===== config.mk =====
export PLATFORM = sky130hd
export DESIGN_NAME = top_vga
export DESIGN_NICKNAME = d
export VERILOG_FILES = /design/src/hw/vga_pkg.sv /design/src/hw/game_pkg.sv /design/src/hw/vga_timing.sv /design/src/hw/draw_bg.sv /design/src/hw/platform.sv /design/src/hw/char_ctl.sv /design/src/hw/draw_char.sv /design/src/hw/top_vga.sv
export SDC_FILE = /design/constraint.sdc
export NUM_CORES = 1
export LEC_CHECK = 0
export CAP_MARGIN = 0
export CELL_PAD_IN_SITES_DETAIL_PLACEMENT = 0
export CELL_PAD_IN_SITES_GLOBAL_PLACEMENT = 1
export CORE_MARGIN = 8
export CORE_UTILIZATION = 55
export DETAILED_ROUTE_END_ITERATION = 7
export DONT_BUFFER_PORTS = 1
export PLACE_DENSITY = 0.86
export SLEW_MARGIN = 20
export SYNTH_ARGS = -nofsm -noshare
export SYNTH_HDL_FRONTEND = slang
export SYNTH_SLANG_ARGS = --single-unit

===== constraint.sdc =====
create_clock -name clk -period 16.7 [get_ports clk]
set_input_delay 0.835 -clock clk [delete_from_list [all_inputs] [get_ports clk]]
set_output_delay 0.835 -clock clk [all_outputs]
set_load 0.01 [all_outputs]

===== src/hw/vga_pkg.sv =====
package vga_pkg;

    // screen position, wide enough for the full 800 x 525 raster.
    typedef logic [10:0] coord_t;

    // four bits per channel, red in the top nibble.
    typedef logic [11:0] rgb_t;

    // one pixel of the stream as it moves between drawing stages.
    typedef struct packed {
        coord_t hcount;
        coord_t vcount;
        logic   hsync;
        logic   vsync;
        logic   hblnk;
        logic   vblnk;
        rgb_t   rgb;
    } vga_px_t;

endpackage


===== src/hw/game_pkg.sv =====
package game_pkg;

    // world coordinate, signed so that moves above the top edge stay sane.
    typedef logic signed [11:0] pos_t;

    typedef struct packed {
        pos_t x;
        pos_t y;
        pos_t w;
        pos_t h;
    } rect_t;

    typedef struct packed {
        pos_t x;
        pos_t y;
    } point_t;

    localparam pos_t char_w     = 12'sd8;
    localparam pos_t char_h     = 12'sd12;
    localparam pos_t step_px    = 12'sd2;
    localparam pos_t jump_speed = 12'sd6;
    localparam pos_t max_fall   = 12'sd4;

    localparam vga_pkg::rgb_t sky_rgb    = 12'h6_a_f;
    localparam vga_pkg::rgb_t ground_rgb = 12'h7_5_3;
    localparam vga_pkg::rgb_t plat_rgb   = 12'ha_5_2;
    localparam vga_pkg::rgb_t char_rgb   = 12'hf_d_0;

    function automatic pos_t to_pos(input vga_pkg::coord_t c);
        return pos_t'({1'b0, c});
    endfunction

    function automatic logic in_rect(input pos_t x, input pos_t y, input rect_t r);
        return (x >= r.x) && (x < r.x + r.w) && (y >= r.y) && (y < r.y + r.h);
    endfunction

    // character standing at x overlaps the rectangle horizontally.
    function automatic logic spans(input pos_t x, input rect_t r);
        return (x < r.x + r.w) && (x + char_w > r.x);
    endfunction

endpackage


===== src/hw/vga_timing.sv =====
`timescale 1ns/1ps

module vga_timing #(
    parameter int h_active = 640,
    parameter int h_front  = 16,
    parameter int h_sync   = 96,
    parameter int h_back   = 48,
    parameter int v_active = 480,
    parameter int v_front  = 10,
    parameter int v_sync   = 2,
    parameter int v_back   = 33
) (
    input  logic             clk,
    input  logic             rst_n,
    output vga_pkg::vga_px_t px,
    output logic             frame_tick
);
    import vga_pkg::*;

    localparam int h_total = h_active + h_front + h_sync + h_back;
    localparam int v_total = v_active + v_front + v_sync + v_back;

    localparam coord_t h_last   = coord_t'(h_total - 1);
    localparam coord_t v_last   = coord_t'(v_total - 1);
    localparam coord_t h_blank  = coord_t'(h_active);
    localparam coord_t v_blank  = coord_t'(v_active);
    localparam coord_t hs_start = coord_t'(h_active + h_front);
    localparam coord_t hs_stop  = coord_t'(h_active + h_front + h_sync);
    localparam coord_t vs_start = coord_t'(v_active + v_front);
    localparam coord_t vs_stop  = coord_t'(v_active + v_front + v_sync);

    coord_t h_nxt;
    coord_t v_nxt;

    // next raster position.
    always_comb begin
        h_nxt = px.hcount + 1'b1;
        v_nxt = px.vcount;
        if (px.hcount == h_last) begin
            h_nxt = '0;
            if (px.vcount == v_last) begin
                v_nxt = '0;
            end else begin
                v_nxt = px.vcount + 1'b1;
            end
        end
    end

    // flags are compared on the next position so they line up with the counters.
    always_ff @(posedge clk or negedge rst_n) begin
        if (!rst_n) begin
            px         <= '0;
            frame_tick <= 1'b0;
        end else begin
            px.hcount  <= h_nxt;
            px.vcount  <= v_nxt;
            px.hsync   <= (h_nxt >= hs_start) && (h_nxt < hs_stop);
            px.vsync   <= (v_nxt >= vs_start) && (v_nxt < vs_stop);
            px.hblnk   <= (h_nxt >= h_blank);
            px.vblnk   <= (v_nxt >= v_blank);
            px.rgb     <= '0;
            frame_tick <= (h_nxt == '0) && (v_nxt == v_blank);
        end
    end

endmodule


===== src/hw/draw_bg.sv =====
`timescale 1ns/1ps

module draw_bg #(
    parameter game_pkg::pos_t floor_y = 12'sd440
) (
    input  logic             clk,
    input  logic             rst_n,
    input  vga_pkg::vga_px_t px_in,
    output vga_pkg::vga_px_t px_out
);
    import vga_pkg::*;
    import game_pkg::*;

    vga_px_t px_nxt;

    always_comb begin
        px_nxt = px_in;
        if (px_in.hblnk || px_in.vblnk) begin
            px_nxt.rgb = '0;
        end else if (to_pos(px_in.vcount) >= floor_y) begin
            px_nxt.rgb = ground_rgb;
        end else begin
            px_nxt.rgb = sky_rgb;
        end
    end

    always_ff @(posedge clk or negedge rst_n) begin
        if (!rst_n) begin
            px_out <= '0;
        end else begin
            px_out <= px_nxt;
        end
    end

endmodule


===== src/hw/platform.sv =====
`timescale 1ns/1ps

module platform #(
    parameter game_pkg::rect_t plat    = '{x: 12'sd256, y: 12'sd360, w: 12'sd128, h: 12'sd8},
    parameter game_pkg::pos_t  floor_y = 12'sd440
) (
    input  logic              clk,
    input  logic              rst_n,
    input  vga_pkg::vga_px_t  px_in,
    output vga_pkg::vga_px_t  px_out,
    input  game_pkg::point_t  char_pos,
    output logic              on_ground
);
    import vga_pkg::*;
    import game_pkg::*;

    vga_px_t px_nxt;
    pos_t    px_x;
    pos_t    px_y;
    pos_t    char_bottom;
    logic    on_floor;
    logic    on_plat;

    assign px_x = to_pos(px_in.hcount);
    assign px_y = to_pos(px_in.vcount);

    always_comb begin
        px_nxt = px_in;
        if (!px_in.hblnk && !px_in.vblnk && in_rect(px_x, px_y, plat)) begin
            px_nxt.rgb = plat_rgb;
        end
    end

    always_ff @(posedge clk or negedge rst_n) begin
        if (!rst_n) begin
            px_out <= '0;
        end else begin
            px_out <= px_nxt;
        end
    end

    // ground contact from the registered character position.
    assign char_bottom = char_pos.y + char_h;
    assign on_floor    = (char_bottom == floor_y);
    assign on_plat     = (char_bottom == plat.y) && spans(char_pos.x, plat);
    assign on_ground   = on_floor || on_plat;

endmodule


===== src/hw/char_ctl.sv =====
`timescale 1ns/1ps

module char_ctl #(
    parameter int              h_active = 640,
    parameter game_pkg::pos_t  floor_y  = 12'sd440,
    parameter game_pkg::rect_t plat     = '{x: 12'sd256, y: 12'sd360, w: 12'sd128, h: 12'sd8}
) (
    input  logic             clk,
    input  logic             rst_n,
    input  logic             frame_tick,
    input  logic             stepleft,
    input  logic             stepright,
    input  logic             stepjump,
    input  logic             on_ground,
    output game_pkg::point_t char_pos
);
    import game_pkg::*;

    localparam pos_t x_max     = pos_t'(h_active) - char_w;
    localparam pos_t floor_top = floor_y - char_h;
    localparam pos_t plat_top  = plat.y - char_h;

    pos_t vy;
    pos_t vy_nxt;
    pos_t vy_land;
    pos_t x_nxt;
    pos_t y_move;
    pos_t y_nxt;

    // horizontal step, clamped to the screen.
    always_comb begin
        x_nxt = char_pos.x;
        if (stepright && !stepleft) begin
            if (char_pos.x > x_max - step_px) begin
                x_nxt = x_max;
            end else begin
                x_nxt = char_pos.x + step_px;
            end
        end else if (stepleft && !stepright) begin
            if (char_pos.x < step_px) begin
                x_nxt = '0;
            end else begin
                x_nxt = char_pos.x - step_px;
            end
        end
    end

    // velocity first, then the move it gives.
    always_comb begin
        if (on_ground && stepjump) begin
            vy_nxt = -jump_speed;
        end else if (!on_ground) begin
            vy_nxt = (vy >= max_fall) ? max_fall : vy + 12'sd1;
        end else begin
            vy_nxt = '0;
        end

        y_move  = char_pos.y + vy_nxt;
        y_nxt   = y_move;
        vy_land = vy_nxt;

        // landing only on the way down; platform is higher so it wins.
        if (vy_nxt > 0) begin
            if (spans(x_nxt, plat) && char_pos.y <= plat_top && y_move >= plat_top) begin
                y_nxt   = plat_top;
                vy_land = '0;
            end else if (char_pos.y <= floor_top && y_move >= floor_top) begin
                y_nxt   = floor_top;
                vy_land = '0;
            end
        end
    end

    always_ff @(posedge clk or negedge rst_n) begin
        if (!rst_n) begin
            char_pos.x <= '0;
            char_pos.y <= floor_top;
            vy         <= '0;
        end else if (frame_tick) begin
            char_pos.x <= x_nxt;
            char_pos.y <= y_nxt;
            vy         <= vy_land;
        end
    end

endmodule


===== src/hw/draw_char.sv =====
`timescale 1ns/1ps

module draw_char (
    input  logic             clk,
    input  logic             rst_n,
    input  vga_pkg::vga_px_t px_in,
    input  game_pkg::point_t char_pos,
    output logic             hs,
    output logic             vs,
    output logic [3:0]       r,
    output logic [3:0]       g,
    output logic [3:0]       b
);
    import vga_pkg::*;
    import game_pkg::*;

    pos_t  px_x;
    pos_t  px_y;
    rect_t char_box;
    rgb_t  rgb_nxt;

    assign px_x     = to_pos(px_in.hcount);
    assign px_y     = to_pos(px_in.vcount);
    assign char_box = '{x: char_pos.x, y: char_pos.y, w: char_w, h: char_h};

    // character sits on top of everything drawn so far.
    always_comb begin
        if (px_in.hblnk || px_in.vblnk) begin
            rgb_nxt = '0;
        end else if (in_rect(px_x, px_y, char_box)) begin
            rgb_nxt = char_rgb;
        end else begin
            rgb_nxt = px_in.rgb;
        end
    end

    always_ff @(posedge clk or negedge rst_n) begin
        if (!rst_n) begin
            hs        <= 1'b0;
            vs        <= 1'b0;
            {r, g, b} <= '0;
        end else begin
            hs        <= px_in.hsync;
            vs        <= px_in.vsync;
            {r, g, b} <= rgb_nxt;
        end
    end

endmodule


===== src/hw/top_vga.sv =====
`timescale 1ns/1ps

module top_vga #(
    parameter int              h_active = 640,
    parameter int              h_front  = 16,
    parameter int              h_sync   = 96,
    parameter int              h_back   = 48,
    parameter int              v_active = 480,
    parameter int              v_front  = 10,
    parameter int              v_sync   = 2,
    parameter int              v_back   = 33,
    parameter game_pkg::pos_t  floor_y  = 12'sd440,
    parameter game_pkg::rect_t plat     = '{x: 12'sd256, y: 12'sd360, w: 12'sd128, h: 12'sd8}
) (
    input  logic           clk,
    input  logic           rst_n,
    input  logic           stepleft,
    input  logic           stepright,
    input  logic           stepjump,
    output logic           hs,
    output logic           vs,
    output logic [3:0]     r,
    output logic [3:0]     g,
    output logic [3:0]     b,
    output game_pkg::pos_t char_x,
    output game_pkg::pos_t char_y
);
    import vga_pkg::*;
    import game_pkg::*;

    vga_px_t tim_px;
    vga_px_t bg_px;
    vga_px_t plat_px;
    point_t  char_pos;
    logic    frame_tick;
    logic    on_ground;

    assign char_x = char_pos.x;
    assign char_y = char_pos.y;

    vga_timing #(
        .h_active(h_active),
        .h_front (h_front),
        .h_sync  (h_sync),
        .h_back  (h_back),
        .v_active(v_active),
        .v_front (v_front),
        .v_sync  (v_sync),
        .v_back  (v_back)
    ) u_vga_timing (
        .clk       (clk),
        .rst_n     (rst_n),
        .px        (tim_px),
        .frame_tick(frame_tick)
    );

    draw_bg #(
        .floor_y(floor_y)
    ) u_draw_bg (
        .clk   (clk),
        .rst_n (rst_n),
        .px_in (tim_px),
        .px_out(bg_px)
    );

    platform #(
        .plat   (plat),
        .floor_y(floor_y)
    ) u_platform (
        .clk      (clk),
        .rst_n    (rst_n),
        .px_in    (bg_px),
        .px_out   (plat_px),
        .char_pos (char_pos),
        .on_ground(on_ground)
    );

    char_ctl #(
        .h_active(h_active),
        .floor_y (floor_y),
        .plat    (plat)
    ) u_char_ctl (
        .clk       (clk),
        .rst_n     (rst_n),
        .frame_tick(frame_tick),
        .stepleft  (stepleft),
        .stepright (stepright),
        .stepjump  (stepjump),
        .on_ground (on_ground),
        .char_pos  (char_pos)
    );

    draw_char u_draw_char (
        .clk     (clk),
        .rst_n   (rst_n),
        .px_in   (plat_px),
        .char_pos(char_pos),
        .hs      (hs),
        .vs      (vs),
        .r       (r),
        .g       (g),
        .b       (b)
    );

endmodule


==> results.yml, run 1 <==
worst_setup_path:
  critPathKind: "flip-flop to flip-flop"
  path_cells: "inv_1 > ha_1 > or4_1 > xnor2_1 > nand3b_1 > a2111oi_2 > buf_4 > or2_2 > inv_1 > a21boi_0 > inv_1 > ha_1 > a211oi_1 > o21ai_0 > a41oi_1 > a21oi_1 > xor2_1 > or3_1 > a2111o_1 > a21oi_4 > or2_1 > o22ai_1"
  crit_buf_inv: 4
  slowest_stage: "dfstp_2"
  end_kind: "flip-flop"
  timing.rr.end: "u_char_ctl.char_pos[1]$_DFFE_PN0P_"
  cp.required_ps: 16980
  reg2reg_slack_ps: 10010
  cp_top_family: "compound AO/OA/AOI/OAI gates"
  crit_top_cell: "inv_1"
  critPathArrivalTime_ps: 6970
  timing.rr.start: "u_char_ctl.char_pos[2]$_DFFE_PN1P_"
  critical_path.max_fanout: 9
  cpPeakStageDelay_ps: 650
  critPathLaunchType: "flip-flop"
  r2r_cells: 22
yosys:
  synth_area_leaders: "dfrtp_1 40%, ha_1 9.7%, xnor2_1 4.2%"
  synth_top_area_cell: "dfrtp_1"
  synth.top_cells.by_count: "130 x dfrtp_1, 63 x ha_1, 56 x nor2_1, 56 x o21ai_0, 50 x inv_1"
  yosysWarnings: 0
  ys_seq_area_share_pct: 41.6
  synthesis.nets: 905
  syn_area_sq_mm: 0.00815
  synth_flop_cell: "dfrtp_1"
  synth.avg_cell_area_sq_um: 9.74
  ys_ff_latch: 135
  synth-edff-count: 0
  syn_inst: 836
  yosysMostFrequentCell: "dfrtp_1"
  synthArstFlopShare_pct: 100
  yosysTopAreaCellShare_pct: 39.9
  synth_cell_types: 86
placement:
  portBuffers: 0
  dp.cells: 985
  gp_congestion: 0.880
  hpwlAfterDp_um: 13900
  placedInstanceArea_sq_mm: 0.00822
power_and_ir_drop:
  powerDensity_mw_per_mm2: 78.2
  internal_power_w: 0.000530
  power_frac_comb_pct: 2.3
  switchingPower_w: 0.000155
  irDropWorstVdd_mv: 0.0864
  total_power_w: 0.000685
  switching_share_pct: 22.7
  power_frac_seq_pct: 47.9
  p_leak_nw: 3.87
  clock_power_share_pct: 49.8
timing:
  post-route-period-util_pct: 40.1
  fin_skew_ps: 8.04
  tns_ps: 0
  period_minus_slack_ps: 6690
  slew_headroom_pct: 39.4
  hold_viol_final: 0
  fmax_mhz: 149
  finalSetupViolCount: 0
  maxSlewViolCount: 0
  tightest_slew_ps: 898
  rsz0062_at_grt: "false"
clock_tree:
  tritoncts: "done"
  cts_hold_buf: 0
  h-tree-depth: 4
  post_cts_buffers: 0
  cts_resized: 0
  cts_root_buf: "clkbuf_16"
  clkTransAtPathRegs_ps: 60
  cts_buffers: 17
  clock_latency_ps: 420
  cts.sinks: 135
  cts_buffer_depth: 2
final_layout:
  drive_gt1_share_pct: 7.80
  stdcell_area_sq_mm: 0.00876
  finish.utilization_pct: 60.5
  areaGrowthSynthToFinish_pct: 7.59
  num_antenna_cells: 0
  final_cells: 1017
  finalNetCount: 889
die:
  fp.dieW_um: 138
  row_count: 44
  ios: 43
  core_sq_mm: 0.0145
  initial_core_util_pct: 56.3
  die-height_um: 138
  die-area_sq_mm: 0.0190
drt:
  dr.pass1.iters: 6
  vias: 6398
  drc: 0
  ant_nets: 0
  via_per_inst: 6.29
  drt_iter0_markers: 434
  wl_um: 19200
  wire_per_inst_um: 18.9
grt:
  first_global_vias: 6187
  grt_max_degree: 136
  grt_pass1_wl_um: 31000
  antenna_found_initial: 0
  grt_usage_pct: 20.8
  grt-ovfl-total: 0
run:
  cap_violations: 0
min_path:
  holdCritPathClass: "input port to async pin"
run_status:
  status: "finished, final reports clean"
## worst max-delay path by stage
stage | startpoint | end | cells past startpoint
after global routing | u_char_ctl.char_pos[15]$_DFFE_PN0P_ | u_char_ctl.char_pos[1]$_DFFE_PN0P_ | 23
final | u_char_ctl.char_pos[2]$_DFFE_PN1P_ | u_char_ctl.char_pos[1]$_DFFE_PN0P_ | 22
after global placement | u_char_ctl.char_pos[2]$_DFFE_PN1P_ | u_char_ctl.char_pos[1]$_DFFE_PN0P_ | 22
after CTS | u_char_ctl.char_pos[2]$_DFFE_PN1P_ | u_char_ctl.char_pos[1]$_DFFE_PN0P_ | 22
after detailed placement | u_char_ctl.char_pos[2]$_DFFE_PN1P_ | u_char_ctl.char_pos[1]$_DFFE_PN0P_ | 22
after floorplan | u_char_ctl.char_pos[2]$_DFFE_PN1P_ | u_char_ctl.vy[2]$_DFFE_PN0P_ | 23
## power by group through the flow
| stage | logic (W) | registers, W | clock network (W) |
|---|---|---|---|
| 6_report | 0.0000155 | 0.000328 | 0.000341 |
| 5_1_grt | 0.0000165 | 0.000328 | 0.000364 |
| 4_1_cts | 0.0000150 | 0.000328 | 0.000348 |
| 3_5_place_dp | 0.0000148 | 0.000334 | 0 |
| 3_3_place_gp | 0.0000147 | 0.000334 | 0 |
| 2_1_floorplan | 0.0000126 | 0.000334 | 0 |
## kinds of logic after synthesis
family	count (synthesis)	synth area share (%)
xor+xnor	57	6.13
fa+ha+maj	64	9.92
mux	10	1.29
flops	135	41.6
simple gates	276	18.5
compound gates	204	17.9
buf+inv	90	4.68
## metrics by stage
stage | worst slack [ps] | hold slack, ps
floorplan | 10760 | 331
global placement | 10290 | 335
detailed placement | 10030 | 336
CTS | 10020 | 96.4
global route | 9510 | 92.7
finish | 10010 | 112
## worst register-to-register path: cells and delay by family (launching register included)
family	cells	cell delay (ps)
AOI/OAI and AO/OA	9	2860
and+or+nand+nor	5	1630
DFF	1	650
adders and majority gates	2	550
buffers and inverters	4	530
xor gates and xnor gates	2	330
## metal layers
| layer | global-route usage (%) | vias up | wire [um] | part of all wire (%) |
|---|---|---|---|---|
| met2 | 33.6 | 237 | 9350 | 49 |
| met3 | 3.46 | 38 | 1120 | 5.8 |
| li1 | - | 3024 | - | - |
| met1 | 26.6 | 3099 | 8340 | 43 |
| met5 | 0 | - | 0 | 0 |
| met4 | 9.79 | 0 | 434 | 2.3 |
## layout make-up
cell class                 count  area [sq um]
sequential                   135          3380
multi-input combinational    611          4390
fill                        1214          5720
clock buffer                  21           450
timing repair buffer           4          30.0
tap                          184           230
inverter                      51           191
clock inverter                11          91.3
## cells in the final DEF (no fill, tap or decap), types with 10 or more instances in the layout
| cell | Yosys | routed |
|---|---|---|
| nor3_1 | 23 | 23 |
| inv_1 | 50 | 50 |
| clkbuf_16 | 0 | 17 |
| dfrtp_1 | 130 | 130 |
| and3_1 | 10 | 10 |
| nor4_1 | 13 | 13 |
| o22ai_1 | 13 | 13 |
| a21oi_1 | 28 | 28 |
| nand3_1 | 27 | 27 |
| nor2_1 | 56 | 56 |
| a31oi_1 | 12 | 12 |
| nand2_1 | 49 | 49 |
| o21ai_0 | 56 | 56 |
| xor2_1 | 18 | 18 |
| o21a_1 | 14 | 14 |
| ha_1 | 63 | 63 |
| xnor2_1 | 39 | 39 |
| nand4_1 | 18 | 18 |
| nand2b_1 | 16 | 16 |
## flip-flops by register name (all words and copies together), names as in the netlist
register	flops
u_vga_timing.px	26
u_char_ctl.vy	12
u_char_ctl.char_pos	24
u_platform.px_out	32
u_draw_char.vs	1
u_draw_bg.px_out	29
u_draw_char.hs	1
u_vga_timing.frame_tick	1
u_draw_char.r	4
u_draw_char.g	3
u_draw_char.b	2
No activity file was read; power rests on OpenSTA's default activity.
==> run 2, diff against run 1 <==
--- a/config.mk
+++ b/config.mk
@@ -9,10 +9,10 @@
 export CELL_PAD_IN_SITES_DETAIL_PLACEMENT = 0
 export CELL_PAD_IN_SITES_GLOBAL_PLACEMENT = 1
 export CORE_MARGIN = 8
-export CORE_UTILIZATION = 55
+export CORE_UTILIZATION = 51
 export DETAILED_ROUTE_END_ITERATION = 7
 export DONT_BUFFER_PORTS = 1
-export PLACE_DENSITY = 0.86
+export PLACE_DENSITY = 0.81
 export SLEW_MARGIN = 20
 export SYNTH_ARGS = -nofsm -noshare
 export SYNTH_HDL_FRONTEND = slang
==> constraint.sdc (replaced) <==
create_clock -name clk -period 6.4 [get_ports clk]
set_input_delay 0.32 -clock clk [delete_from_list [all_inputs] [get_ports clk]]
set_output_delay 0.32 -clock clk [all_outputs]
set_load 0.01 [all_outputs]
==> results.yml, run 2 (same netlist as run 1, synthesis figures left out) <==
drt:
  drt_iter0_markers: 545
  drc: 0
  vias: 6421
  dr.pass1.iters: 5
  ant_nets: 0
  wire_per_inst_um: 18.3
  via_per_inst: 6.04
  wl_um: 19500
run_status:
  status: "finished, final reports clean"
worst_setup_path:
  critPathArrivalTime_ps: 6310
  timing.rr.start: "u_char_ctl.char_pos[2]$_DFFE_PN1P_"
  timing.rr.end: "u_char_ctl.vy[2]$_DFFE_PN0P_"
  cp.required_ps: 6740
  critPathLaunchType: "flip-flop"
  critPathKind: "flip-flop to flip-flop"
  startpoint: "u_char_ctl.char_pos[2]$_DFFE_PN1P_"
  critical_path.max_fanout: 10
  end_kind: "flip-flop"
  r2r_cells: 21
  reg2reg_slack_ps: 430
power_and_ir_drop:
  p_leak_nw: 4.00
  irDropWorstVdd_mv: 0.183
  switching_share_pct: 24.7
  power_frac_seq_pct: 43.7
  total_power_w: 0.00195
  internal_power_w: 0.00147
  switchingPower_w: 0.000483
  powerDensity_mw_per_mm2: 217
  power_frac_comb_pct: 3.1
  clock_power_share_pct: 53.2
min_path:
  holdCritPathClass: "input port to flip-flop"
  holdCritStartpoint: "stepleft"
  hold_path_depth: 4
  worstHoldEndpoint: "u_char_ctl.char_pos[15]$_DFFE_PN0P_"
final_layout:
  areaGrowthSynthToFinish_pct: 10.7
  stdcell_area_sq_mm: 0.00902
  largest_register_ffs: 32
  final_cells: 1063
  finalNetCount: 903
  num_antenna_cells: 0
  multiInputGateArea_sq_mm: 0.00439
  final_cell_mix: "130 x dfrtp_1, 63 x ha_1, 56 x nor2_1, 56 x o21ai_0, 50 x inv_1"
  largestRegisters: "u_platform.px_out: 32 flops, u_draw_bg.px_out: 29 flops, u_vga_timing.px: 26 flops"
  largest_register: "u_platform.px_out"
  fill_cells: 1385
  drive_gt1_share_pct: 9.68
  regArea_sq_mm: 0.00338
  final_common_cell: "dfrtp_1"
die:
  ios: 43
  die-area_sq_mm: 0.0203
  fp.dieW_um: 142
  core_sq_mm: 0.0158
  initial_core_util_pct: 51.7
  row_count: 46
  die-height_um: 142
timing:
  post-route-period-util_pct: 93.2
  maxSlewViolCount: 0
  tns_ps: 0
  finalSetupViolCount: 0
  tightest_slew_ps: 1030
  slew_headroom_pct: 30.3
  hold_viol_final: 0
  fin_skew_ps: 17.4
  fmax_mhz: 168
  period_minus_slack_ps: 5970
  rsz0062_at_grt: "false"
placement:
  portBuffers: 0
  placedInstanceArea_sq_mm: 0.00835
  dp.cells: 1029
  gp_congestion: 0.931
  hpwlAfterDp_um: 14000
grt:
  first_global_vias: 6427
  grt_pass1_wl_um: 32600
  grt_usage_pct: 20.1
  antenna_found_initial: 0
  grt_max_degree: 136
  grt-ovfl-total: 0
clock_tree:
  cts.sinks: 135
  cts_buffer_depth: 2
  h-tree-depth: 4
  cts_root_buf: "clkbuf_16"
  cts_buffers: 17
  tritoncts: "done"
  post_cts_buffers: 0
  clkTransAtPathRegs_ps: 70
  clock_latency_ps: 430
run:
  cap_violations: 0
## run 2: cell count changes in the layout (fill, tap and decap cells not counted), sizes merged
cell,change
buf,+13
clkbuf,-4
inv,+4
bufinv,+2
clkinvlp,-2
dlygate4sd3,+1
## run 2: timing repair
action | 4_1_cts | 5_1_grt
gates resized for setup | 0 | 2
endpoints found under the setup margin | 0 | 7
hold buffers | 2 | 0
hold endpoints to repair | 135 | 0
## run 2: stage by stage
step	hold WS, ps	utilization [%]	setup WS, ps
detailed placement	30.3	53.0	317
global placement	30.2	53.0	589
finish	305	57.2	433
global route	320	57.2	10.7
CTS	282	57.2	298
floorplan	24.4	-	455
## run 2: layout make-up
class	instances	share of cell area (%)
sequential	135	37.5
multi-input combinational	611	48.7
timing repair buffer	18	1.75
tap	216	3.00
inverter	51	2.12
clock buffer	17	4.72
clock inverter	15	2.22
## run 2: per-layer routing
| layer | share of wire, % | track usage, % |
|---|---|---|
| met4 | 1.9 | 6.88 |
| met1 | 44 | 25.8 |
| met2 | 48 | 33.0 |
| met3 | 5.5 | 4.46 |
| met5 | 0 | 0 |
## run 2: worst max-delay path, stage by stage (launching register included)
cell       delay [ps]
dfstp_2           650
inv_1              90
ha_1              250
or4_1             500
xnor2_1           170
nand3b_1          180
a2111oi_2         430
buf_4             230
nand2_1           180
a21boi_0          200
buf_4             170
fa_1              420
nand2b_1          180
a21oi_1           300
o21ai_0           260
mux2i_1           190
nor4bb_1          380
a21boi_1          280
a2111o_1          190
a21oi_4            70
or2_4             340
o32ai_4           200
## run 2: worst max path at each step
stage / end / slack [ps] / depth (start not counted)
detailed placement: u_char_ctl.vy[2]$_DFFE_PN0P_ / 320 / 21
global route: u_char_ctl.vy[2]$_DFFE_PN0P_ / 10 / 21
finish: u_char_ctl.vy[2]$_DFFE_PN0P_ / 430 / 21
global placement: u_char_ctl.char_pos[1]$_DFFE_PN0P_ / 590 / 21
CTS: u_char_ctl.vy[2]$_DFFE_PN0P_ / 300 / 21
floorplan: u_char_ctl.vy[2]$_DFFE_PN0P_ / 460 / 23
## run 2: power by group through the flow
stage	combinational [W]	clock (W)	sequential, W
6_report	0.0000606	0.00104	0.000854
5_1_grt	0.0000677	0.00109	0.000854
3_3_place_gp	0.0000408	0	0.000870
4_1_cts	0.0000615	0.00106	0.000854
2_1_floorplan	0.0000330	0	0.000870
3_5_place_dp	0.0000410	0	0.000870
==> run 3, diff against run 2 <==
--- a/config.mk
+++ b/config.mk
@@ -12,6 +12,7 @@
 export CORE_UTILIZATION = 51
 export DETAILED_ROUTE_END_ITERATION = 7
 export DONT_BUFFER_PORTS = 1
+export GPL_TIMING_DRIVEN = 0
 export PLACE_DENSITY = 0.81
 export SLEW_MARGIN = 20
 export SYNTH_ARGS = -nofsm -noshare
==> results.yml, run 3 (same netlist as run 1, synthesis figures left out) <==
die:
  core_sq_mm: 0.0158
  fp.dieW_um: 142
  die-height_um: 142
  initial_core_util_pct: 51.7
  die-area_sq_mm: 0.0203
  ios: 43
  row_count: 46
timing:
  fmax_mhz: 165
  finalSetupViolCount: 0
  rsz0062_at_grt: "false"
  maxSlewViolCount: 0
  tightest_slew_ps: 823
  post-route-period-util_pct: 94.7
  hold_viol_final: 0
  whs_ps: 347
  fin_skew_ps: 8.40
  period_minus_slack_ps: 6060
  slew_headroom_pct: 44.4
drt:
  drc: 0
  via_per_inst: 6.02
  vias: 6544
  dr.pass1.iters: 5
  ant_nets: 0
  wl_um: 20200
  drt_iter0_markers: 419
  wire_per_inst_um: 18.6
grt:
  first_global_vias: 6402
  antenna_found_initial: 0
  grt-ovfl-total: 0
  grt_usage_pct: 20.7
  grt_max_degree: 136
  grt_pass1_wl_um: 33100
run_status:
  status: "finished, final reports clean"
power_and_ir_drop:
  clock_power_share_pct: 50.7
  irDropWorstVdd_mv: 0.169
  p_leak_nw: 3.99
  internal_power_w: 0.00143
  powerDensity_mw_per_mm2: 204
  switching_share_pct: 22.8
  total_power_w: 0.00186
  switchingPower_w: 0.000424
  power_frac_seq_pct: 46.0
  power_frac_comb_pct: 3.3
worst_setup_path:
  critical_path.max_fanout: 10
  end_kind: "flip-flop"
  cp.required_ps: 6720
  critPathLaunchType: "flip-flop"
  critPathArrivalTime_ps: 6380
  critPathKind: "flip-flop to flip-flop"
clock_tree:
  cts_buffers: 17
  tritoncts: "done"
  cts_buffer_depth: 2
  clock_latency_ps: 410
  h-tree-depth: 4
  cts_root_buf: "clkbuf_16"
  cts.sinks: 135
  clkTransAtPathRegs_ps: 60
final_layout:
  fill_cells: 1353
  finish.utilization_pct: 57.6
  largest_register_ffs: 32
  finalNetCount: 927
  largest_register: "u_platform.px_out"
  final_common_cell: "dfrtp_1"
  drive_gt1_share_pct: 9.64
  num_antenna_cells: 0
  areaGrowthSynthToFinish_pct: 11.5
  largestRegisters: "u_platform.px_out: 32 flops, u_draw_bg.px_out: 29 flops, u_vga_timing.px: 26 flops"
  final_cell_mix: "130 x dfrtp_1, 62 x ha_1, 56 x nor2_1, 54 x o21ai_0, 50 x inv_1"
placement:
  gp_congestion: 0.941
  portBuffers: 0
  hpwlAfterDp_um: 15000
min_path:
  holdCritPathClass: "flip-flop to flip-flop"
run:
  cap_violations: 0
## run 3: cell count changes in the layout (fill, tap and decap cells not counted), moves of 2 or more
cell	delta
o21ai_0	-2
clkbuf_8	+2
o21ai_1	+2
clkinv_4	+2
clkinv_8	-2
clkinv_2	+2
clkbuf_1	+25
buf_4	-11
buf_6	+3
inv_8	-4
buf_2	+6
## run 3: power groups by stage
stage	sequential, W	clock [W]	combinational, W
floorplan	0.000870	0	0.0000330
global placement	0.000870	0	0.0000424
detailed placement	0.000870	0	0.0000420
CTS	0.000855	0.000959	0.0000620
global route	0.000855	0.00100	0.0000687
finish	0.000855	0.000941	0.0000613
## run 3: repair_timing
action | CTS | global route
hold endpoints to repair | 135 | 0
buffers inserted | 1 | 0
hold buffers | 2 | 0
gates resized for setup | 5 | 5
pin swaps | 1 | 0
endpoints found under the setup margin | 18 | 18
## run 3: through the flow
step	setup TNS (ps)	instances	setup WS [ps]	instance area (sq um)
after floorplan	0	836	455	8150
after CTS	0	1088	23.6	9070
final	0	1087	339	9080
after global routing	0	1087	0.565	9080
after global placement	-16300	1052	-996	8420
after detailed placement	-17820	1053	-1060	8430
## run 3: worst paths after layout
check	from	end	slack [ps]	cells past startpoint
worst max-delay path	u_char_ctl.char_pos[2]$_DFFE_PN1P_	u_char_ctl.vy[2]$_DFFE_PN0P_	340	21
worst min register to register	u_draw_bg.px_out[33]$_DFF_PN0_	u_platform.px_out[33]$_DFF_PN0_	350	0
worst max register to register	u_char_ctl.char_pos[2]$_DFFE_PN1P_	u_char_ctl.vy[2]$_DFFE_PN0P_	340	21
min in group asynchronous	rst_n	u_char_ctl.vy[2]$_DFFE_PN0P_	480	2
worst min-delay path	u_draw_bg.px_out[33]$_DFF_PN0_	u_platform.px_out[33]$_DFF_PN0_	350	0
max in group asynchronous	rst_n	u_char_ctl.char_pos[17]$_DFFE_PN0P_	5310	2
## run 3: per-layer routing
layer  vias to the layer above  part of all wire (%)  GRT usage [%]
met5                         -                     0              0
met4                         0                   1.6           6.82
met3                        24                   5.4           4.53
met2                       202                    49           34.1
met1                      3210                    44           26.5
li1                       3108                     -              -
## run 3: layout make-up
| class | instances | area, sq um | share of cell area, % |
|---|---|---|---|
| multi-input cells | 611 | 4420 | 48.7 |
| inverters | 51 | 191 | 2.11 |
| well taps | 216 | 270 | 2.98 |
| clock buffers | 20 | 457 | 5.03 |
| flip-flops and latches | 135 | 3380 | 37.3 |
| plain buffers | 38 | 188 | 2.07 |
| repair buffers | 4 | 50.0 | 0.551 |
| clock inverters | 12 | 119 | 1.31 |
## run 3: critical path, stage by stage, from the launching register on
cell and delay, ps:
dfstp_2 660, inv_1 100, ha_1 260, or4_1 500, xnor2_1 160, nand3b_1 200, a2111oi_4 330, buf_4 240
nand2_1 210, a21boi_2 270, fa_1 440, nand2b_1 190, a21oi_1 330, o21ai_0 290, mux2i_1 210, nor4bb_2 360
a21boi_0 320, a2111o_1 200, a21oi_4 70, or2_1 260, buf_6 150, o32ai_4 180
